`config.mk`:
```
export PLATFORM = sky130hd
export DESIGN_NAME = two_entry_fifo
export DESIGN_NICKNAME = d
export VERILOG_FILES = /design/src/two_entry_fifo.sv
export SDC_FILE = /design/constraint.sdc
export NUM_CORES = 1
export LEC_CHECK = 0
export BUFFER_PORTS_ARGS = -buffer_cell sky130_fd_sc_hd__buf_2
export CAP_MARGIN = 0
export CORE_AREA = 2 2 39 41
export DETAILED_ROUTE_END_ITERATION = 16
export DIE_AREA = 0 0 41 43
export GPL_ROUTABILITY_DRIVEN = 0
export SYNTH_ARGS = -nofsm -noshare
export SYNTH_HDL_FRONTEND = slang
export SYNTH_SLANG_ARGS = --single-unit
```
`constraint.sdc`:
```
create_clock -name clk_i -period 3 [get_ports clk_i]
set_input_delay 0.6 -clock clk_i [delete_from_list [all_inputs] [get_ports clk_i]]
set_output_delay 0.6 -clock clk_i [all_outputs]
set_load 0.03 [all_outputs]
```
`src/two_entry_fifo.sv`:
```
// two-entry ready/valid queue with a typed payload
`timescale 1ns/1ps
`default_nettype none

module two_entry_fifo #(
  parameter type payload_t = logic
) (
  input  wire logic     clk_i,
  input  wire logic     reset_i,

  // enqueue side, ready then valid
  input  wire logic     v_i,
  input  wire payload_t data_i,
  output logic          ready_o,

  // dequeue side, valid then yumi
  output logic          v_o,
  output payload_t      data_o,
  input  wire logic     yumi_i
);

  payload_t   mem_r [2];
  logic       wr_ptr_r;
  logic       rd_ptr_r;
  logic [1:0] count_r;
  logic       enq;
  logic       deq;

  assign ready_o = (count_r != 2'd2);
  assign v_o     = (count_r != 2'd0);
  assign data_o  = mem_r[rd_ptr_r];

  assign enq = v_i & ready_o;
  assign deq = yumi_i;

  always_ff @(posedge clk_i) begin
    if (reset_i) begin
      wr_ptr_r <= 1'b0;
      rd_ptr_r <= 1'b0;
      count_r  <= 2'd0;
    end else begin
      if (enq) begin
        wr_ptr_r <= ~wr_ptr_r;
      end
      if (deq) begin
        rd_ptr_r <= ~rd_ptr_r;
      end
      // simultaneous enq and deq leave the count alone
      count_r <= count_r + {1'b0, enq} - {1'b0, deq};
    end
  end

  always_ff @(posedge clk_i) begin
    if (enq) begin
      mem_r[wr_ptr_r] <= data_i;
    end
  end

endmodule

`default_nettype wire

```
# After elaboration in Yosys (flattened, before gate mapping)
# Memories as Yosys holds them, arrays and structs flattened. A register that Yosys moved wholly into a read port is not among the register bits.
# Cells that the tools add are included.
totals:
  regBits: 4
  ram_bits: 2
  input_bits: 5
  word_cells: 15
  memories: 1
op_classes:
  add_sub_neg: 2
  n_eq_ne: 1
  muxes: 4
  bitwise: 3
  n_reduce_logical: 1
mem_list:
  columns: ["name", "depth", "word_bits", "rd", "rd_clocked_by_memory_dff", "write_ports", "line_no", "rtl"]
  rows:
  - ["mem_r", 2, 1, 1, 1, 1, "22", "payload_t mem_r [2];"]
op_table:
  columns: ["operator", "count"]
  rows:
  - ["$mux 1", 4]
  - ["$add 2x1->2", 1]
  - ["$ne 2x2->1 const B", 1]
  - ["$not 1->1", 2]
  - ["$reduce_bool 2->1", 1]
  - ["$sub 2x1->2", 1]
  - ["$and 1x1->1", 1]

# Depth between registers and ports, before layout
# Gate-level depths: netlist (run 1).
logic_depth:
  word_depth: 4
  mapped_depth: 7
  mapped_depth_nobuf: 7

# Worst setup path after synthesis (run 1)
# Ideal clock, no wire load.
synth_path:
  path_type: "register to register"
  from: "register count_r[0]"
  to: "register count_r[1]"
  setup_ps: 65
  arrival_ps: 1738
  setup_slack_ps: 1197
  path_stages_with_launch: 7
  n_path_buf: 0
  period_less_slack_ps: 1803
  cell_sequence: "dfxtp_1 nand2b_1 nand2_1 xnor2_1 ha_1 or4b_1 nand4b_1"
synth_between:
  elab_chain_len: 4
synth_lines:
  columns: ["item", "line_no", "rtl"]
  rows:
  - ["start: declaration", "25", "logic [1:0] count_r;"]
  - ["start signal: assignment", "49", "count_r <= count_r + {1'b0, enq} - {1'b0, deq};"]
  - ["$ne 2x2->1", "29", "assign ready_o = (count_r != 2'd2);"]
  - ["net ready_o", "14", "output logic ready_o,"]
  - ["$and 1x1->1", "33", "assign enq = v_i & ready_o;"]
  - ["$add 2x1->2", "49", null]
  - ["$sub 2x1->2", "49", null]
# The timed path passes the listed nets, and every way through them passes these cells.
# A chain may end at the register's enable or synchronous reset.

==> results of run 1 <==
==> power groups by stage <==
stage | clock (mW) | combinational [mW] | sequential, mW
after detailed placement | 0 | 0.0686 | 0.120
after global routing | 0.0916 | 0.0771 | 0.121
final | 0.0839 | 0.0680 | 0.119
after CTS | 0.0870 | 0.0690 | 0.119
after global placement | 0 | 0.0681 | 0.120
after floorplan | 0 | 0.0513 | 0.118
==> final timing paths <==
kind,start,end,depth (start not counted),slack [ns]
hold reg to reg,rd_ptr_r$_SDFFE_PP0P_,rd_ptr_r$_SDFFE_PP0P_,2,0.51
setup / recovery,mem_r[1]$_DFFE_PP_,data_o,2,1.32
setup reg to reg,count_r[0]$_SDFF_PP0_,count_r[1]$_SDFF_PP0_,6,1.34
hold / removal,rd_ptr_r$_SDFFE_PP0P_,rd_ptr_r$_SDFFE_PP0P_,2,0.51
==> metal layers <==
| layer | vias up | GRT usage, % | share of wire (%) | routed length, um |
|---|---|---|---|---|
| li1 | 133 | - | - | - |
| met1 | 110 | 11.7 | 51 | 272 |
| met5 | - | 0 | 0 | 0 |
| met3 | 0 | 4.71 | 5.8 | 31 |
| met4 | 0 | 4.00 | 0 | 0 |
| met2 | 6 | 9.06 | 43 | 233 |
==> placed cells by master (no fill, tap or decap) <==
cell / synthesis / final
nand4b_1: 2 / 2
or2_1: 1 / 1
nor2b_1: 1 / 1
nor2_1: 2 / 2
nand3b_1: 1 / 1
mux2_1: 1 / 1
inv_1: 3 / 3
nand2b_1: 2 / 2
edfxtp_1: 2 / 2
nand2_1: 1 / 1
a21oi_1: 1 / 1
xnor2_1: 2 / 2
or4_1: 1 / 1
dfxtp_1: 5 / 5
or4b_1: 1 / 1
a21boi_1: 1 / 1
ha_1: 1 / 1
clkbuf_1: 0 / 1
and3_1: 1 / 1
clkbuf_4: 0 / 3
a21bo_1: 1 / 1
buf_2: 0 / 7
a2111oi_0: 1 / 1
==> metrics by stage <==
step                power, mW  area [um2]
floorplan               0.170         329
global placement        0.188         384
detailed placement      0.189         384
CTS                     0.275         410
global route            0.289         410
finish                  0.271         410
==> cells by family after synthesis <==
family	count (synthesis)
buffers and inverters	3
adder cells (fa/ha/maj)	1
AO/OA/AOI/OAI	4
AND/OR/NAND/NOR	13
XOR/XNOR	2
flip-flops	7
multiplexers	1
==> area by class of cell <==
type,count,share of cell area [%]
inverters,3,2.74
repair buffers,7,8.54
well taps,16,4.88
flip-flops and latches,7,39.0
multi-input cells,21,38.4
clock buffers,4,6.40
==> worst max-delay path, stage by stage, from the launching register on <==
cell and delay (ns):
edfxtp_1 0.36, mux2_1 0.29, buf_2 0.18
==> qor.yml, run 1 <==
core_area_um2: 1380
area_delta_synth_final_pct: 24.7
grt_use_total_pct: 8.06
cts_sinks: 7
postCtsSetupRepairBufs: 0
grt_setup_unrepaired: "false"
antenna_found_initial: 0
synth_top_area_share_pct: 30.4
syn_area_um2: 329
clockRootBuffer: "clkbuf_4"
drive_gt1_share_pct: 23.8
via_per_inst: 4.29
holdWs_ns: 0.513
place_hpwl_um: 420
io_buffers: 7
fin_setup_tns_ns: 0
end_kind: "primary output"
hold_viol_final: 0
setup_ws_ns: 1.32
maxSlewViolCount: 0
drc_errors: 0
worst-slew-pin-transition_ns: 0.300
crit_required_ns: 2.40
drv_cap: 0
synth_top_family_by_area: "simple AND/OR/NAND/NOR gates"
postSynthAreaPerCell_um2: 10.6
power_frac_comb_pct: 25.1
ys_async_sr_fraction_pct: 0
worstPathArrival_ns: 1.08
synth_area_leaders: "dfxtp_1 (30%), edfxtp_1 (18%), nand4b_1 (5.3%), xnor2_1 (5.3%), ha_1 (3.8%)"
numCtsBuffers: 3
switchingPower_uw: 81.1
layout_min_cycle_time_ns: 1.68
stdcell_count: 58
hp-class: "register to register"
pwr-share-seq_pct: 43.9
power_density_nw_per_um2: 660
regArea_um2: 160
synth_commonest_cells: "dfxtp_1 (5), inv_1 (3)"
relSlewSlack_pct: 79.5
clockBufferDepth: 2
synthMuxAreaShare_pct: 3.42
dr.pass1.iters: 2
num_rows: 14
synthSimpleGateAreaFrac_pct: 25.9
path_max_fanout: 1
max_freq_mhz: 596
synth_edf_count: 2
yosysTopAreaCell: "dfxtp_1"
setup_viol: 0
status: "finished clean"
crit_type: "register to primary output"
antenna_left: 0
synth-seq-cells: 7
cts.clk_slew.worst_paths_ns: 0.05
fin_util_pct: 29.7
fin_worst_skew_ns: 0.00235
pre_cts_ws_ns: 1.16
vias: 249
grt-ovfl-total: 0
switching_share_pct: 30.0
cts_hold_buf: 0
nets: 49
cts_resized: 0
die_x_um: 41
fillers: 152
syn_nets: 37
syn_inst: 31
ys_seq_area_share_pct: 48.7
htree_levels: 1
finalCritPeriodShare_pct: 55.9
synthAdderAreaFrac_pct: 3.80
grt_pass1_wl_um: 917
start_util_pct: 23.8
ys.flop_type: "dfxtp_1"
ir_drop_mv: 0.268
ios: 8
cts_tree: "yes"
synth-compound-area-share_pct: 9.51
grt_pass1_vias: 233
p_clk_share_pct: 31.0
dp.cells: 54
p_int_uw: 190
die_h_um: 43
synth_xor_area_share_pct: 5.32
yosysWarnings: 0
yosysMostFrequentCell: "dfxtp_1"
cp-start-kind: "register"
multi_input_area_um2: 158
diodes: 0
drt_iter0_drc: 1
routed_wl_um: 538
total_leakage_power_nw: 0.175
synthDistinctLibCells: 20
die_area_um2: 1760
wl_per_cell_um: 9.28
insertion_delay_ns: 0.25
grt_max_degree: 9
(Power assumes the default switching activity.)
==> run 2: changes to the inputs <==
==> constraint.sdc (replaced) <==
create_clock -name clk_i -period 1.4 [get_ports clk_i]
set_input_delay 0.28 -clock clk_i [delete_from_list [all_inputs] [get_ports clk_i]]
set_output_delay 0.28 -clock clk_i [all_outputs]
set_load 0.03 [all_outputs]
==> run 2 against run 1 <==
Worst setup slack worse by 1.4 ns. Register-to-register slack worse by 1.4 ns. Largest power group unchanged. The run now ends with setup timing left. Utilization up 6.2 points. Highest routed layer is now met4. Global-route usage up 2.4 points. Clock power up 120%. Sequential power up 110%.
==> qor.yml, run 2 (same netlist as run 1, synthesis figures left out) <==
grt_max_degree: 9  # unchanged
die_h_um: 43  # unchanged
routed_wl_um: 658  # +22%
numCtsBuffers: 3  # unchanged
hold_viol_final: 0  # unchanged
io_buffers: 7  # unchanged
crit_required_ns: 1.59  # -0.81 ns
dp.cells: 59  # +9.3%
core_area_um2: 1380  # unchanged
grt_setup_unrepaired: "true"
finalPower_uw: 666  # +150%
antenna_left: 0  # unchanged
ios: 8  # unchanged
nets: 55  # +12%
clockRootBuffer: "clkbuf_4"
relSlewSlack_pct: 83.7  # +4.2 points
diodes: 0  # unchanged
dpl_cell_area_um2: 435  # +13%
layout_min_cycle_time_ns: 1.47
cp-startpoint: "count_r[0]$_SDFF_PP0_"
ir_drop_mv: 0.619  # +130%
vias: 291  # +17%
total_leakage_power_nw: 0.218  # +24%
place_hpwl_um: 475  # +13%
drive_gt1_share_pct: 45.8  # +22 points
antenna_found_initial: 0  # unchanged
pre_cts_ws_ns: -0.0739  # -1.23 ns
finalCritPeriodShare_pct: 105
worstPathArrival_ns: 1.66  # +0.58 ns
hp-class: "primary input to register"
cts_sinks: 7  # unchanged
num_rows: 14  # unchanged
mostFrequentLayoutCell: "buf_4"
regArea_um2: 161  # +0.78%
htree_levels: 1  # unchanged
maxSlewViolCount: 0  # unchanged
fin_worst_skew_ns: 0.00292  # +0.000562 ns
setup_viol: 1  # +1
r2r_end: "count_r[1]$_SDFF_PP0_"
max_freq_mhz: 680
insertion_delay_ns: 0.25  # about the same
via_per_inst: 4.55  # +5.9%
worst-slew-pin-transition_ns: 0.243  # -0.0562 ns
grt_pass1_vias: 303  # +30%
final_area_um2: 497  # +21%
stdcell_count: 64  # +10%
multi_input_area_um2: 189  # +20%
dr.pass1.iters: 2  # unchanged
crit-reg2reg-launch: "count_r[0]$_SDFF_PP0_"
path_max_fanout: 4  # +3
end_kind: "register"
drv_cap: 0  # unchanged
drt_iter0_drc: 2  # +1
die_area_um2: 1760  # unchanged
wl_per_cell_um: 10.3  # +11%
fin_util_pct: 35.9  # +6.2 points
setup_ws_ns: -0.0715  # -1.39 ns
r2r_slack_ns: -0.07  # -1.41 ns
die_x_um: 41  # unchanged
power_density_nw_per_um2: 1340  # +100%
most-common-layout-cells: "buf_4 (7), buf_2 (5), dfxtp_1 (4)"
area_delta_synth_final_pct: 51.0
clockBufferDepth: 2  # unchanged
cp-start-kind: "register"
status: "finished with violations"
holdWs_ns: 0.220  # -0.293 ns
grt-ovfl-total: 0  # unchanged
grt_use_total_pct: 10.5  # +2.4 points
crit_type: "register to register"
crit_path_end: "count_r[1]$_SDFF_PP0_"
cts_tree: "yes"
violations: "setup timing"
start_util_pct: 23.8  # unchanged
drc_errors: 0  # unchanged
cts.clk_slew.worst_paths_ns: 0.05  # about the same
grt_pass1_wl_um: 1160  # +26%
fillers: 140  # -7.9%
fin_setup_tns_ns: -0.0715  # -0.0715 ns
reg2reg_depth: 6  # unchanged
## run 2: critical path, stage by stage, from the launching register on
cell	delay [ns]
dfxtp_2	0.32
nand2b_4	0.13
nand2_4	0.05
xnor2_2	0.13
ha_2	0.21
or4b_1	0.47
nand4b_1	0.11
## run 2: area by class of cell
cell class / instances / share of cell area, %
Multi-Input combinational cell: 21 / 38.0
Sequential cell: 7 / 32.5
Timing Repair Buffer: 13 / 17.9
Clock buffer: 4 / 5.29
Tap cell: 16 / 4.03
Inverter: 3 / 2.27
## run 2: repair_timing
action / 4_1_cts / 5_1_grt
endpoints found under the hold margin: 0 / 0
pin swaps: 4 / 3
setup buffers: 1 / 0
endpoints found under the setup margin: 1 / 3
gates resized for setup: 5 / 2
hold buffers: 0 / 0
## run 2: worst min path at each step
stage / startpoint / end / slack, ns / cells after the start
2_1_floorplan: reset_i / count_r[0]$_SDFF_PP0_ / 0.34 / 1
3_3_place_gp: data_i / mem_r[1]$_DFFE_PP_ / 0.47 / 1
3_5_place_dp: data_i / mem_r[0]$_DFFE_PP_ / 0.48 / 1
4_1_cts: data_i / mem_r[0]$_DFFE_PP_ / 0.21 / 1
5_1_grt: data_i / mem_r[0]$_DFFE_PP_ / 0.22 / 1
6_report: data_i / mem_r[0]$_DFFE_PP_ / 0.22 / 1
## run 2: routing by layer
metal  vias to the layer above  wire [um]  GRT usage [%]
met5                         -          0              0
met4                         0         13           4.00
met3                         2         49           7.85
met2                         9        343           16.6
met1                       134        251           9.77
li1                        146          -              -
## run 2: power breakdown
| part | switching (mW) | total, mW | internal, mW |
|---|---|---|---|
| sequential | 0.0136 | 0.252 | 0.238 |
| clock | 0.0744 | 0.183 | 0.109 |
| combinational | 0.113 | 0.231 | 0.118 |
==> run 3: changes to the inputs <==
--- a/config.mk
+++ b/config.mk
@@ -5,11 +5,11 @@
 export SDC_FILE = /design/constraint.sdc
 export NUM_CORES = 1
 export LEC_CHECK = 0
-export BUFFER_PORTS_ARGS = -buffer_cell sky130_fd_sc_hd__buf_2
 export CAP_MARGIN = 0
 export CORE_AREA = 2 2 39 41
 export DETAILED_ROUTE_END_ITERATION = 16
 export DIE_AREA = 0 0 41 43
+export DONT_BUFFER_PORTS = 1
 export GPL_ROUTABILITY_DRIVEN = 0
 export SYNTH_ARGS = -nofsm -noshare
 export SYNTH_HDL_FRONTEND = slang
==> run 3 against run 2 <==
The flow still finishes with violations (setup timing). Register-to-register slack better by 0.03 ns. Via count decreased by 15%. Clock power shrank 2%. Wire length down 15%. Worst setup slack better by 0.032 ns. Critical path depth stayed put. Maximum frequency increased by 2.3%. Clock skew grew 0.0025 ns. Utilization is 5.7 points lower. Final cell count down 16%. Critical path type unchanged. Largest power group unchanged.
==> qor.yml, run 3 (same netlist as run 1, synthesis figures left out) <==
status: "finished with violations"
violations: "setup timing"
layout_min_cycle_time_ns: 1.44  # -0.0325 ns
clockRootBuffer: "clkbuf_4"
holdPathStages: 1  # unchanged
vias: 248  # -15%
hp-class: "primary input to register"
io_buffers: 0  # -7
mostFrequentLayoutCell: "dfxtp_1"
grt_use_total_pct: 8.54  # -1.9 points
drive_gt1_share_pct: 28.9  # -17 points
grt_setup_unrepaired: "true"
finalPower_uw: 596  # -11%
place_hpwl_um: 423  # -11%
p_int_uw: 423  # -9.0%
power_frac_comb_pct: 27.7  # -7.0 points
total_leakage_power_nw: 0.166  # -24%
relSlewSlack_pct: 80.4  # -3.3 points
diodes: 0  # unchanged
drv_cap: 0  # unchanged
postCtsSetupRepairBufs: 0  # -1
pwr-share-seq_pct: 42.3  # +4.5 points
fin_worst_skew_ns: 0.00542  # +0.00251 ns
clockBufferDepth: 2  # unchanged
hold_viol_final: 0  # unchanged
finalCritPeriodShare_pct: 103  # -2.3 points
numCtsBuffers: 3  # unchanged
cp-start-kind: "register"
cts_sinks: 7  # unchanged
end_kind: "register"
setup_viol: 1  # unchanged
die_h_um: 43  # unchanged
nets: 45  # -18%
wl_per_cell_um: 10.4  # +0.87%
core_area_um2: 1380  # unchanged
area_delta_synth_final_pct: 27.0
maxSlewViolCount: 0  # unchanged
ios: 8  # unchanged
critPathSlowestCell: "or4b_1"
grt-ovfl-total: 0  # unchanged
worst-slew-pin-transition_ns: 0.294  # +0.0508 ns
crit_required_ns: 1.59  # about the same
crit_type: "register to register"
worstPathArrival_ns: 1.63  # -0.03 ns
max_freq_mhz: 695  # +2.3%
drc_errors: 0  # unchanged
cts_tree: "yes"
cpPeakStageDelay_ns: 0.50  # +0.03 ns
htree_levels: 1  # unchanged
num_rows: 14  # unchanged
cts.clk_slew.worst_paths_ns: 0.05  # about the same
grt_max_degree: 9  # unchanged
path_max_fanout: 4  # unchanged
cts_hold_buf: 0  # unchanged
most-common-layout-cells: "dfxtp_1 (4), inv_1 (3), clkbuf_4 (3), buf_4 (3)"
insertion_delay_ns: 0.25  # about the same
via_per_inst: 4.59  # +1.0%
antenna_found_initial: 0  # unchanged
start_util_pct: 23.8  # unchanged
grt_pass1_wl_um: 972  # -16%
routed_wl_um: 560  # -15%
setup_ws_ns: -0.0391  # +0.0325 ns
grt_pass1_vias: 254  # -16%
die_area_um2: 1760  # unchanged
power_density_nw_per_um2: 1430  # +6.3%
pre_cts_ws_ns: -0.0416  # +0.0323 ns
reg2reg_depth: 6  # unchanged
ir_drop_mv: 0.838  # +35%
p_clk_share_pct: 30.1  # +2.6 points
drt_iter0_drc: 6  # +4
die_x_um: 41  # unchanged
switchingPower_uw: 173  # -14%
switching_share_pct: 29.0  # -1.2 points
path_cells: "nand2b_4, nand2_2, xnor2_1, ha_2, or4b_1, nand4b_1"
antenna_left: 0  # unchanged
dr.pass1.iters: 4  # +2
[run 3: worst paths after layout]
kind | start | endpoint | slack, ns
worst max-delay path | count_r[0]$_SDFF_PP0_ | count_r[1]$_SDFF_PP0_ | -0.04
worst min-delay path | reset_i | count_r[0]$_SDFF_PP0_ | 0.09
worst max register to register | count_r[0]$_SDFF_PP0_ | count_r[1]$_SDFF_PP0_ | -0.04
worst min register to register | rd_ptr_r$_SDFFE_PP0P_ | rd_ptr_r$_SDFFE_PP0P_ | 0.51
[run 3: cell type report]
cell class / instances / area (um2)
well taps: 16 / 20.0
clock buffers: 4 / 26.3
flip-flops and latches: 7 / 161
fillers: 145 / 966
multi-input cells: 21 / 176
inverters: 3 / 11.3
repair buffers: 3 / 22.5
[run 3: critical path, delay by kind of cell (launching register included)]
kind	cells	cell delay (ns)
simple gates	4	0.76
flops	1	0.32
fa+ha+maj	1	0.19
xor+xnor	1	0.12
[run 3: stage by stage]
step	TNS, ns	area, um2	hold slack (ns)	cells	utilization, %
after floorplan	-0.119	343	0.344	31	-
after global placement	-0.0465	385	0.347	50	27.8
after detailed placement	-0.0416	385	0.348	50	27.8
after CTS	-0.0490	418	0.0772	54	30.2
after global routing	-0.0961	418	0.0709	54	30.2
final	-0.0391	418	0.0885	54	30.2
[run 3: per-layer routing]
metal	vias to the layer above	part of all wire (%)	GRT usage, %
met4	0	0	2.00
met5	-	0	0
met3	0	12	8.90
li1	124	-	-
met2	9	47	11.9
met1	115	41	8.71
[run 3: timing repair]
action	in CTS	in global routing
resized for setup	1	0
endpoints found under the setup margin	1	1
pin swaps	1	0
[run 3: power by group through the flow]
stage,Sequential [mW],Clock (mW),Combinational [mW]
6_report,0.252,0.179,0.165
3_3_place_gp,0.256,0,0.162
3_5_place_dp,0.256,0,0.163
4_1_cts,0.252,0.192,0.168
5_1_grt,0.254,0.201,0.182
2_1_floorplan,0.258,0,0.120
