## config.mk

```make
export PLATFORM = sky130hd
export DESIGN_NAME = cce_cmd_issue
export DESIGN_NICKNAME = d
export VERILOG_FILES = /design/src/mock_cce_pkg.sv /design/src/cce_cmd_issue.sv
export SDC_FILE = /design/constraint.sdc
export NUM_CORES = 1
export LEC_CHECK = 0
export BUFFER_PORTS_ARGS = -buffer_cell sky130_fd_sc_hd__buf_4
export CAP_MARGIN = 40
export CORE_AREA = 2 2 84 86
export DETAILED_ROUTE_END_ITERATION = 8
export DIE_AREA = 0 0 86 88
export HOLD_SLACK_MARGIN = 0.03
export PLACE_DENSITY = 0.66
export SLEW_MARGIN = 25
export SYNTH_ARGS = -nofsm -noshare
export SYNTH_HDL_FRONTEND = slang
export SYNTH_SLANG_ARGS = --single-unit
```

## constraint.sdc

```tcl
create_clock -name clk_i -period 5.78 [get_ports clk_i]
set_input_delay 1.734 -clock clk_i [delete_from_list [all_inputs] [get_ports clk_i]]
set_output_delay 1.734 -clock clk_i [all_outputs]
set_load 0.02 [all_outputs]
```

## src/mock_cce_pkg.sv

```systemverilog
// sizes, coherence enums and message structs for the mock CCE
`default_nettype none

package mock_cce_pkg;

  // block address splits into tag and set index
  localparam int block_addr_width_lp = 8;
  localparam int num_sets_lp         = 16;
  localparam int set_idx_width_lp    = 4;
  localparam int tag_width_lp        = block_addr_width_lp - set_idx_width_lp;

  localparam int lce_assoc_lp  = 2;
  localparam int way_width_lp  = 1;

  localparam int block_width_lp = 32;
  localparam int num_blocks_lp  = 1 << block_addr_width_lp;

  typedef enum logic [1:0] {
    e_coh_invalid  = 2'b00,
    e_coh_shared   = 2'b01,
    e_coh_modified = 2'b10
  } coh_state_e;

  typedef enum logic [1:0] {
    e_cmd_writeback      = 2'b00,
    e_cmd_set_tag        = 2'b01,
    e_cmd_set_tag_wakeup = 2'b10
  } cmd_type_e;

  typedef enum logic [1:0] {
    e_req_normal    = 2'b00,
    e_req_normal_wb = 2'b01,
    e_req_upgrade   = 2'b10
  } req_class_e;

  // miss request from the LCE
  typedef struct packed {
    logic [block_addr_width_lp-1:0] addr;
    logic                           wr;
    logic [way_width_lp-1:0]        lru_way;
    logic                           lru_dirty;
  } lce_req_s;

  // set-tag acknowledge
  typedef struct packed {
    logic [block_addr_width_lp-1:0] addr;
  } lce_resp_s;

  typedef struct packed {
    logic [block_addr_width_lp-1:0] addr;
    logic [block_width_lp-1:0]      data;
  } lce_data_resp_s;

  typedef struct packed {
    cmd_type_e                      cmd_type;
    logic [block_addr_width_lp-1:0] addr;
    logic [way_width_lp-1:0]        way;
    coh_state_e                     state;
  } cce_cmd_s;

  typedef struct packed {
    logic [block_addr_width_lp-1:0] addr;
    logic [way_width_lp-1:0]        way;
    coh_state_e                     state;
    logic [block_width_lp-1:0]      data;
  } cce_data_cmd_s;

  typedef struct packed {
    logic [tag_width_lp-1:0] tag;
    coh_state_e              state;
  } dir_entry_s;

  // work handed from directory lookup to command issue
  typedef struct packed {
    req_class_e                     req_class;
    logic [block_addr_width_lp-1:0] addr;
    logic [way_width_lp-1:0]        way;
    coh_state_e                     state;
    logic [block_addr_width_lp-1:0] wb_addr;
  } cce_job_s;

endpackage

`default_nettype wire

```

## src/cce_cmd_issue.sv

```systemverilog
// command stage FSM: writeback, fill, set-tag and wakeup sequencing
`timescale 1ns/1ps
`default_nettype none

module cce_cmd_issue (
  input  wire logic                                        clk_i,
  input  wire logic                                        reset_i,

  input  wire logic                                        job_v_i,
  input  wire mock_cce_pkg::cce_job_s                      job_i,
  output logic                                             job_ready_o,

  input  wire logic                                        resp_v_i,
  input  wire mock_cce_pkg::lce_resp_s                     resp_i,
  output logic                                             resp_yumi_o,

  input  wire logic                                        data_resp_v_i,
  input  wire mock_cce_pkg::lce_data_resp_s                data_resp_i,
  output logic                                             data_resp_yumi_o,

  output logic                                             cmd_v_o,
  output mock_cce_pkg::cce_cmd_s                           cmd_o,
  input  wire logic                                        cmd_ready_i,

  output logic                                             data_cmd_v_o,
  output mock_cce_pkg::cce_data_cmd_s                      data_cmd_o,
  input  wire logic                                        data_cmd_ready_i,

  output logic [mock_cce_pkg::block_addr_width_lp-1:0]     mem_rd_addr_o,
  input  wire logic [mock_cce_pkg::block_width_lp-1:0]     mem_rd_data_i,
  output logic                                             mem_wr_v_o,
  output logic [mock_cce_pkg::block_addr_width_lp-1:0]     mem_wr_addr_o,
  output logic [mock_cce_pkg::block_width_lp-1:0]          mem_wr_data_o
);

  typedef enum logic [2:0] {
    e_idle, e_send_wb, e_wait_wb_data, e_read_mem,
    e_send_data, e_send_tag, e_wait_ack, e_send_wakeup
  } state_e;

  state_e                 state_r;
  mock_cce_pkg::cce_job_s job_r;
  logic                   ack_ok;

  assign job_ready_o = (state_r == e_idle);

  // ack must name the block just tagged
  assign ack_ok      = resp_v_i & (resp_i.addr == job_r.addr);
  assign resp_yumi_o = (state_r == e_wait_ack) & ack_ok;

  // writeback data goes straight into memory
  assign data_resp_yumi_o = (state_r == e_wait_wb_data) & data_resp_v_i;
  assign mem_wr_v_o       = data_resp_yumi_o;
  assign mem_wr_addr_o    = job_r.wb_addr;
  assign mem_wr_data_o    = data_resp_i.data;

  // read address stays put so the fill data is stable while stalled
  assign mem_rd_addr_o = job_r.addr;

  assign cmd_v_o = (state_r == e_send_wb) | (state_r == e_send_tag)
                 | (state_r == e_send_wakeup);
  assign cmd_o.cmd_type = (state_r == e_send_wb) ? mock_cce_pkg::e_cmd_writeback
                        : (state_r == e_send_wakeup) ? mock_cce_pkg::e_cmd_set_tag_wakeup
                        : mock_cce_pkg::e_cmd_set_tag;
  assign cmd_o.addr  = (state_r == e_send_wb) ? job_r.wb_addr : job_r.addr;
  assign cmd_o.way   = job_r.way;
  assign cmd_o.state = (state_r == e_send_wb) ? mock_cce_pkg::e_coh_invalid : job_r.state;

  assign data_cmd_v_o     = (state_r == e_send_data);
  assign data_cmd_o.addr  = job_r.addr;
  assign data_cmd_o.way   = job_r.way;
  assign data_cmd_o.state = job_r.state;
  assign data_cmd_o.data  = mem_rd_data_i;

  always_ff @(posedge clk_i) begin
    if (reset_i) begin
      state_r <= e_idle;
    end else begin
      case (state_r)
        e_idle: begin
          if (job_v_i) begin
            state_r <= (job_i.req_class == mock_cce_pkg::e_req_upgrade) ? e_send_wakeup
                     : (job_i.req_class == mock_cce_pkg::e_req_normal_wb) ? e_send_wb
                     : e_read_mem;
          end
        end
        e_send_wb:      if (cmd_ready_i) state_r <= e_wait_wb_data;
        e_wait_wb_data: if (data_resp_v_i) state_r <= e_read_mem;
        e_read_mem:     state_r <= e_send_data;
        e_send_data:    if (data_cmd_ready_i) state_r <= e_send_tag;
        e_send_tag:     if (cmd_ready_i) state_r <= e_wait_ack;
        e_wait_ack:     if (ack_ok) state_r <= e_idle;
        e_send_wakeup:  if (cmd_ready_i) state_r <= e_idle;
        default:        state_r <= e_idle;
      endcase
    end
  end

  always_ff @(posedge clk_i) begin
    if (job_ready_o && job_v_i) begin
      job_r <= job_i;
    end
  end

endmodule

`default_nettype wire

```

# Word-level counts from Yosys, hierarchy flattened
# Cells that the tools add are included.
# word_totals
regBits	22
inputBits	108
# classes
bitwise	5
muxes	14
n_eq_ne	17
n_reduce_logical	3
# op_table
op	n
2-to-1 mux 3 bit	8
case mux 3 bit (8 select lines)	1
== test 3 bit (second input constant)	4
inequality test 2 bit (second input constant)	6
== test 8 bit	1
2-to-1 mux 2 bit	4
2-to-1 mux 8 bit	1
AND reduction 7 bit	1
== test 3 x 2 -> 1 bit (second input constant)	2
AND 1 bit	3
== test 3 x 1 -> 1 bit (second input constant)	1
zero test 3 bit	1
== test 2 x 1 -> 1 bit (second input constant)	1
== test 2 bit (second input constant)	1
inequality test 2 x 1 -> 1 bit (second input constant)	1
OR 1 bit	2
logical AND 1 bit	1

# Longest topological paths before layout
# Gate-level depths: netlist of the first run.
# logic_depth
word_depth	5
depth_mapped	5
ltp_nobuf	4

# Least setup slack after synthesis of the first run
# No wires, ideal clock.
# synth_timing
path_type	input -> output
from	input data_resp_v_i
to	output mem_wr_v_o
path_slack_ns	1.488
path_stages	3
arrival_time_ns	2.558
t_required_ns	4.046
cell_sequence	nand2_1 nor3_1 buf_4
# synth_via
elab_chain_cells	1
# synth_rtl
item	line_no	rtl
from (decl)	cce_cmd_issue.sv:17	input wire logic data_resp_v_i,
AND 1 bit	cce_cmd_issue.sv:52	assign data_resp_yumi_o = (state_r == e_wait_wb_data) & data_resp_v_i;
to (decl)	cce_cmd_issue.sv:31	output logic mem_wr_v_o,
# Every way passes these cells.

# Worst setup path after layout of the first run
# layout_timing
from	input resp_i[4] (netlist bit)
to	output resp_yumi_o
# layout_via
elab_chain_cells	3
# layout_rtl
item	line_no	rtl
from (decl)	cce_cmd_issue.sv:14	input wire mock_cce_pkg::lce_resp_s resp_i,
== test 8 bit	cce_cmd_issue.sv:48	assign ack_ok = resp_v_i & (resp_i.addr == job_r.addr);
AND 1 bit	cce_cmd_issue.sv:48	
AND 1 bit	cce_cmd_issue.sv:49	assign resp_yumi_o = (state_r == e_wait_ack) & ack_ok;
to (decl)	cce_cmd_issue.sv:15	output logic resp_yumi_o,
# Every way passes these cells.

==> results of run 1 <==
[flip-flops by register name, indices dropped and copies added (netlist names)]
| name | cells |
|---|---|
| cmd_o | 1 |
| data_cmd_o | 2 |
| mem_rd_addr_o | 8 |
| mem_wr_addr_o | 8 |
| state_r | 3 |
[kinds of logic (layout without fill, tap and decap cells)]
kind of cell | after synthesis | after routing | share of synthesized area, %
compound gates | 15 | 15 | 7.28
xor+xnor | 8 | 8 | 4.12
buf+inv | 81 | 89 | 35.2
flops | 22 | 22 | 37.1
mux | 8 | 8 | 6.84
simple gates | 29 | 29 | 9.42
[Yosys cell counts]
master     instances  area share, %
buf_4             76             34
edfxtp_1          19             34
xnor2_1            8            4.1
mux2_4             7            6.2
nor2_1             7            1.5
nor3_1             5            1.5
dfxtp_1            3            3.5
nor2b_1            3            1.1
o21ai_1            3           0.88
a21oi_1            2           0.59
and3_1             2           0.74
buf_2              2           0.59
nand2_1            2           0.44
nand2b_1           2           0.74
nand3_1            2           0.59
a211oi_2           1           0.74
a21boi_1           1           0.44
a221oi_1           1           0.52
a2bb2oi_2          1           0.88
a311oi_2           1           0.88
and2_1             1           0.37
and2b_1            1           0.44
buf_6              1           0.66
inv_1              1           0.22
inv_2              1           0.22
mux2_1             1           0.66
nand2b_4           1           0.81
nand3b_1           1           0.44
nand4_1            1           0.37
nor4_1             1           0.37
o2111ai_1          1           0.52
o211ai_1           1           0.44
o21a_1             1           0.44
o311ai_1           1           0.52
o31ai_1            1           0.44
[critical path, stage by stage]
cell	delay, ns
buf_4	0.11
xnor2_1	0.15
nand3_1	0.15
nor3_1	0.19
and3_1	0.19
buf_4	0.15
[per-stage QoR]
stage / util, % / power [uW] / worst slack, ns / std cells
3_3_place_gp: 27.6 / 760 / 1.37 / 247
6_report: 28.7 / 902 / 1.37 / 251
2_1_floorplan: - / 662 / 1.49 / 163
3_5_place_dp: 27.6 / 766 / 1.36 / 247
4_1_cts: 28.7 / 911 / 1.35 / 251
5_1_grt: 28.7 / 952 / 1.24 / 251
[per-layer routing]
metal	vias up	GRT usage [%]	wire length, um
met5	-	0	0
met4	0	6.93	197
met3	22	7.16	916
met2	122	19.9	2330
met1	506	9.37	1220
li1	495	-	-
[power breakdown]
part	switching, uW	leakage, uW	internal [uW]	total [uW]
clock	50.9	0.0000357	92.5	143
combinational	247	0.000573	222	469
sequential	66.0	0.000202	224	290
[worst min-delay path by stage]
stage	startpoint	to	slack, ns	depth (start not counted)
floorplan	state_r[0]	state_r[0]	0.61	3
global placement	state_r[2]	state_r[2]	0.71	2
detailed placement	state_r[2]	state_r[2]	0.73	2
CTS	state_r[2]	state_r[2]	0.75	2
global route	state_r[2]	state_r[2]	0.81	2
finish	state_r[2]	state_r[2]	0.75	2
[layout make-up]
cell class / instances / area [um2] / share of cell area (%)
Tap cell: 80 / 100 / 5.25
Multi-Input combinational cell: 60 / 475 / 24.9
Sequential cell: 22 / 631 / 33.0
Timing Repair Buffer: 83 / 623 / 32.7
Inverter: 2 / 7.51 / 0.393
Clock buffer: 3 / 41.3 / 2.16
Clock inverter: 1 / 30.0 / 1.57
==> summary.md, run 1 <==
| Metric | Value |
|---|---|
| Status | completed |
| PostCTS Resize Cnt | 0 |
| Port bufs | 81 |
| Die width | 86 um |
| Unrepaired setup endpoints after global routing | false |
| Most frequent cells in the layout | 83 x buf_4, 19 x edfxtp_1, 8 x xnor2_1 |
| Cell area after layout | 1910 um2 |
| Cells on worst reg2reg path | 4 |
| Clock skew | about 0.0029 ns |
| Drt via density | 4.56 |
| Worst R2R Start | state_r[0] |
| Sequential cell area fraction in the yosys report | between 30 and 40% |
| Final worst path period need | 4.41 ns |
| Clock buffer depth | 2 |
| First-pass GRT wire length | around 6400 um |
| Largest net degree at the start of global routing | 20 |
| Fillers | 670 |
| Post-place instance area | 1840 um2 |
| Antenna Violating Nets Remaining | 0 |
| Arrival time worst endpoint | between 2 and 3 ns |
| Initial core utilization | 25.6% |
| CTS tree | done |
| Worst setup EP type | output pin |
| Total GRT Usage | 11.3% |
| Slew HR | 55.8% |
| Reg-to-reg setup timing slack | approximately 4.3 ns |
| Post-DP HPWL | 3860 um |
| CTS Sinks | 22 |
| Boundary Pins | between 200 and 250 |
| Synthesized area per cell | around 10 um2 |
| TritonRoute pass-1 iters | 5 |
| Worst setup path start | resp_i[4] |
| Fin. max-slew vios | 0 |
| Gr ovfl total | 0 |
| Vias in the first global route | 1200 |
| Core Region | approximately 6600 um2 |
| Lkg Pwr | between 0.0008 and 0.0009 uW |
| Max VDD drop | roughly 0.00022 V |
| Residual DRC | 0 |
| CTS Buf Count | 3 |
| Die Y | just under 90 um |
| # diodes | 0 |
| WL/cell | between 15 and 20 um |
| Yosys warns | 0 |
| Worst Tran Pin Value | 0.662 ns |
| Area delta synth->final | 12.2% |
| Seq cells post-synth | 22 |
| Drt total wl | 4660 um |
| Cts hold-fix bufs | 0 |
| Final setup viols | 0 |
| Maxcap violations | 0 |
| Share of layout cells above drive strength 1 | approximately three fifths |
| Setup Fix Bufs, Post-CTS | 0 |
| Final hold violations | 0 |
| Reg-to-reg endpoint | state_r[2] |
| Starting DRT DRC Count | 21 |
| Hold crit path type | flop to flop |
| Skew-Pair Late Insertion Delay | approximately 0.26 ns |
| Critical Path End | resp_yumi_o |
| # nets final | between 200 and 300 |
| Most common cell after layout, fill and taps aside | buf_4 |
| Synth cell types | 35 |
| H-tree depth | 1 |
| Die ar. | roughly 7600 um2 |
| TNS Setup | 0 ns |
| Startpoint Class | input port |
| Final Wtd Congestion | just under 0.7 |
| Total number of vias | between 1000 and 1500 |
| Hold_ws | 0.746 ns |
| Row count | 30 |
| Synth Cell Area | approximately 1700 um2 |
| Crit Path Class | input port to output pin |
| Clock transition at the registers of the reported paths | around 0.08 ns |
| Pwr/cell area | 473 nW/um2 |
| Syn Inst Count | between 150 and 200 |
| Highest Clock Rate | ~230 MHz |
| Initial antenna violation count | 0 |
| Critical Path RT | about 4.1 ns |
| Tcrit/Tclk final | between 70% and 80% |
| Root buf cell | clkbuf_8 |
| Critical Path Fanout Max | 3 |
| Mapped Nets | 271 |
Note: power is estimated with default switching activity, not from simulation.
==> run 2: changes to the inputs <==
--- a/config.mk
+++ b/config.mk
@@ -5,13 +5,14 @@
 export SDC_FILE = /design/constraint.sdc
 export NUM_CORES = 1
 export LEC_CHECK = 0
+export ABC_AREA = 1
 export BUFFER_PORTS_ARGS = -buffer_cell sky130_fd_sc_hd__buf_4
 export CAP_MARGIN = 40
-export CORE_AREA = 2 2 84 86
+export CORE_AREA = 2 2 85 87
 export DETAILED_ROUTE_END_ITERATION = 8
-export DIE_AREA = 0 0 86 88
+export DIE_AREA = 0 0 87 89
 export HOLD_SLACK_MARGIN = 0.03
-export PLACE_DENSITY = 0.66
+export PLACE_DENSITY = 0.67
 export SLEW_MARGIN = 25
 export SYNTH_ARGS = -nofsm -noshare
 export SYNTH_HDL_FRONTEND = slang
==> constraint.sdc (replaced) <==
create_clock -name clk_i -period 3.9 [get_ports clk_i]
set_input_delay 1.17 -clock clk_i [delete_from_list [all_inputs] [get_ports clk_i]]
set_output_delay 1.17 -clock clk_i [all_outputs]
set_load 0.02 [all_outputs]
==> run 2 against run 1 <==
Effect of this change:
- worst setup slack worse by 0.59 ns
- synthesized cell count is 30% higher
- clock-buffer cell count stayed put
- clock power is 46% higher
- wire length is 6.0% higher
- combinational power is 54% higher
- worst hold slack worse by 0.10 ns
- register-to-register slack worse by 2.1 ns
- total power is 45% higher
- die area is 2.3% higher
- via count is 10% higher
- final area is 1.2% higher
- critical endpoint unchanged
- largest cell class unchanged
- largest power group unchanged
==> summary.md, run 2 <==
| Metric | Value |
|---|---|
| Status | completed |
| Cts hold-fix bufs | 0 |
| Worst R2R Start | state_r[1] |
| TNS Setup | 0 ns |
| Synth cell types | 22 |
| Row count | 30 |
| Critical Path Fanout Max | 2 |
| Top FF cell, synth | edfxtp_1 |
| Hold crit path type | flop to flop |
| CP Depth | 9 |
| Seq cells post-synth | 22 |
| Synthesized area per cell | 8.01 um2 |
| Drt via density | 4.16 |
| Critical Path End | resp_yumi_o |
| Grt met2 use | a little under a quarter |
| Synth Cell Area | around 1700 um2 |
| Most common cell in the synthesized netlist | buf_4 |
| Total GRT Usage | 11.6% |
| Fillers | between 700 and 800 |
| Max VDD drop | roughly 0.00034 V |
| Critical path's largest stage delay | about 0.15 ns |
| Final core occ | approximately 29% |
| Largest net degree at the start of global routing | 19 |
| CTS tree | done |
| Maxcap violations | 0 |
| Post-synth top area share | roughly 34% |
| CTS Buf Count | 3 |
| Yosys warns | 0 |
| Cells on worst reg2reg path | 8 |
| Final setup viols | 0 |
| Post-DP HPWL | between 4000 and 5000 um |
| Clock buffer depth | 2 |
| Critical Path RT | 2.73 ns |
| Vias in the first global route | 1249 |
| Initial core utilization | between 20% and 30% |
| Drt total wl | between 4000 and 5000 um |
| PostCTS Resize Cnt | 0 |
| # nets final | around 330 |
| Largest area contributor in the netlist | edfxtp_1 |
| Syn Inst Count | 212 |
| Layer with the highest usage | met2 |
| Crit-path most repeated cell | nand2_1 |
| Setup Fix Bufs, Post-CTS | 0 |
| Root buf cell | clkbuf_8 |
| Unrepaired setup endpoints after global routing | false |
| Reg area | roughly 630 um2 |
| Most common cell after layout, fill and taps aside | buf_4 |
| Routing usage on met1 | between 9 and 10% |
| Fin. max-slew vios | 0 |
| Die Y | 89 um |
| Starting DRT DRC Count | 48 |
| TritonRoute pass-1 iters | 4 |
| Synth top area cells | edfxtp_1 34%, buf_4 33%, nand2_1 8.8% |
| Antenna Violating Nets Remaining | 0 |
| Final hold violations | 0 |
| WL/cell | roughly 16 um |
| Multi-input combinational cell area | roughly 390 um2 |
| Reg-to-reg setup timing slack | 2.15 ns |
| Die ar. | between 7000 and 8000 um2 |
| H-tree depth | 1 |
| Initial antenna violation count | 0 |
| Residual DRC | 0 |
| Worst setup path start | resp_i[5] |
| Most frequent cells in the layout | 81 x buf_4, 40 x nand2_1, 28 x inv_1 |
| CP cell instances | buf_4 > nand2_1 > nand2_1 > inv_1 > nand3_1 > nor2_1 > nand2_1 > nor2_1 > buf_4 |
| Area delta synth->final | 13.7% |
| Slowest cell on crit path | buf_4 |
| Final Wtd Congestion | roughly 0.83 |
| Core Region | 6720 um2 |
| Clock transition at the registers of the reported paths | around 0.070 ns |
| Share of layout cells above drive strength 1 | 44.8% |
| Sequential cell area fraction in the yosys report | approximately 37% |
| Top Family by Delay on Critical Path | simple AND/OR/NAND/NOR gates |
| Lkg Pwr | between 0.0009 and 0.001 uW |
| # diodes | 0 |
| Gr ovfl total | 0 |
| CTS Sinks | 22 |
| Met3 Use GR | between 6 and 7% |
| Tcrit/Tclk final | 80.0% |
| Pwr/cell area | a little under 700 nW/um2 |
| Final worst path period need | 3.12 ns |
| Synth top cells by count | 74 x buf_4, 40 x nand2_1, 28 x inv_1, 19 x edfxtp_1, 12 x nor2_1 |
| Port bufs | 81 |
| FFs w/ async S/R, synth | 0% |
| Highest Clock Rate | between 300 and 400 MHz |
| Die width | between 80 and 90 um |
| Skew-Pair Late Insertion Delay | 0.26 ns |
| Clock skew | ~0.0063 ns |
| Crit Path Class | input port to output pin |
| Mapped Nets | 320 |
| EDFF count, synth | 19 |
| Worst Tran Pin Value | 0.787 ns |
| Reg-to-reg endpoint | state_r[1] |
| Slew HR | ~48% |
| First-pass GRT wire length | 6760 um |
| Critical path buffers and inverters | 3 |
| Total number of vias | about 1300 |
| Boundary Pins | about 220 |
| Worst setup EP type | output pin |
| Arrival time worst endpoint | 1.95 ns |
| Startpoint Class | input port |
run 2: kinds of logic after synthesis:
kind of cell           count (synthesis)  synth area share (%)
AO/OA/AOI/OAI                         14                  4.64
XOR/XNOR                               1                 0.516
buffers and inverters                108                  40.3
flip-flops                            22                  37.1
AND/OR/NAND/NOR                       67                  17.4
run 2: power by group:
part	total [uW]	internal (uW)	switching, uW	leakage, uW
Clock	209	137	72.2	0.0000357
Combinational	720	282	438	0.000731
Sequential	380	331	49.5	0.000203
Total	1310	750	560	0.000969
run 2: worst min-delay path by stage:
stage          startpoint          to  cells past startpoint
2_1_floorplan  state_r[1]  state_r[1]                      4
3_3_place_gp   state_r[1]  state_r[1]                      4
3_5_place_dp   state_r[1]  state_r[1]                      4
4_1_cts        state_r[1]  state_r[1]                      4
5_1_grt        state_r[1]  state_r[1]                      4
6_report       state_r[1]  state_r[1]                      4
run 2: worst min-delay path, cell delays in order (launching register included):
cell and delay [ns]:
dfxtp_1 0.35, inv_2 0.10, nand2_1 0.06, nand2_1 0.06, nor2_2 0.03
run 2: routing by layer:
layer | vias to the layer above | wire, um
met5 | - | 0
met4 | 0 | 136
met2 | 101 | 2670
met1 | 537 | 1290
met3 | 18 | 840
li1 | 603 | -
run 2: area by class of cell:
cell class                 instances  area share, %
sequential                        22           32.7
timing repair buffer              82           32.1
multi-input combinational         82           20.0
inverter                          33           6.42
tap                               80           5.18
clock buffer                       3           2.14
clock inverter                     1           1.56
run 2: stage by stage:
step / total power, uW / std cells / hold slack, ns / setup slack [ns] / instance area, um2
6_report: 1310 / 303 / 0.641 / 0.781 / 1930
5_1_grt: 1400 / 303 / 0.699 / 0.588 / 1930
2_1_floorplan: 925 / 212 / 0.593 / 0.932 / 1700
3_3_place_gp: 1100 / 298 / 0.614 / 0.773 / 1850
3_5_place_dp: 1120 / 299 / 0.629 / 0.769 / 1860
4_1_cts: 1330 / 303 / 0.643 / 0.757 / 1930
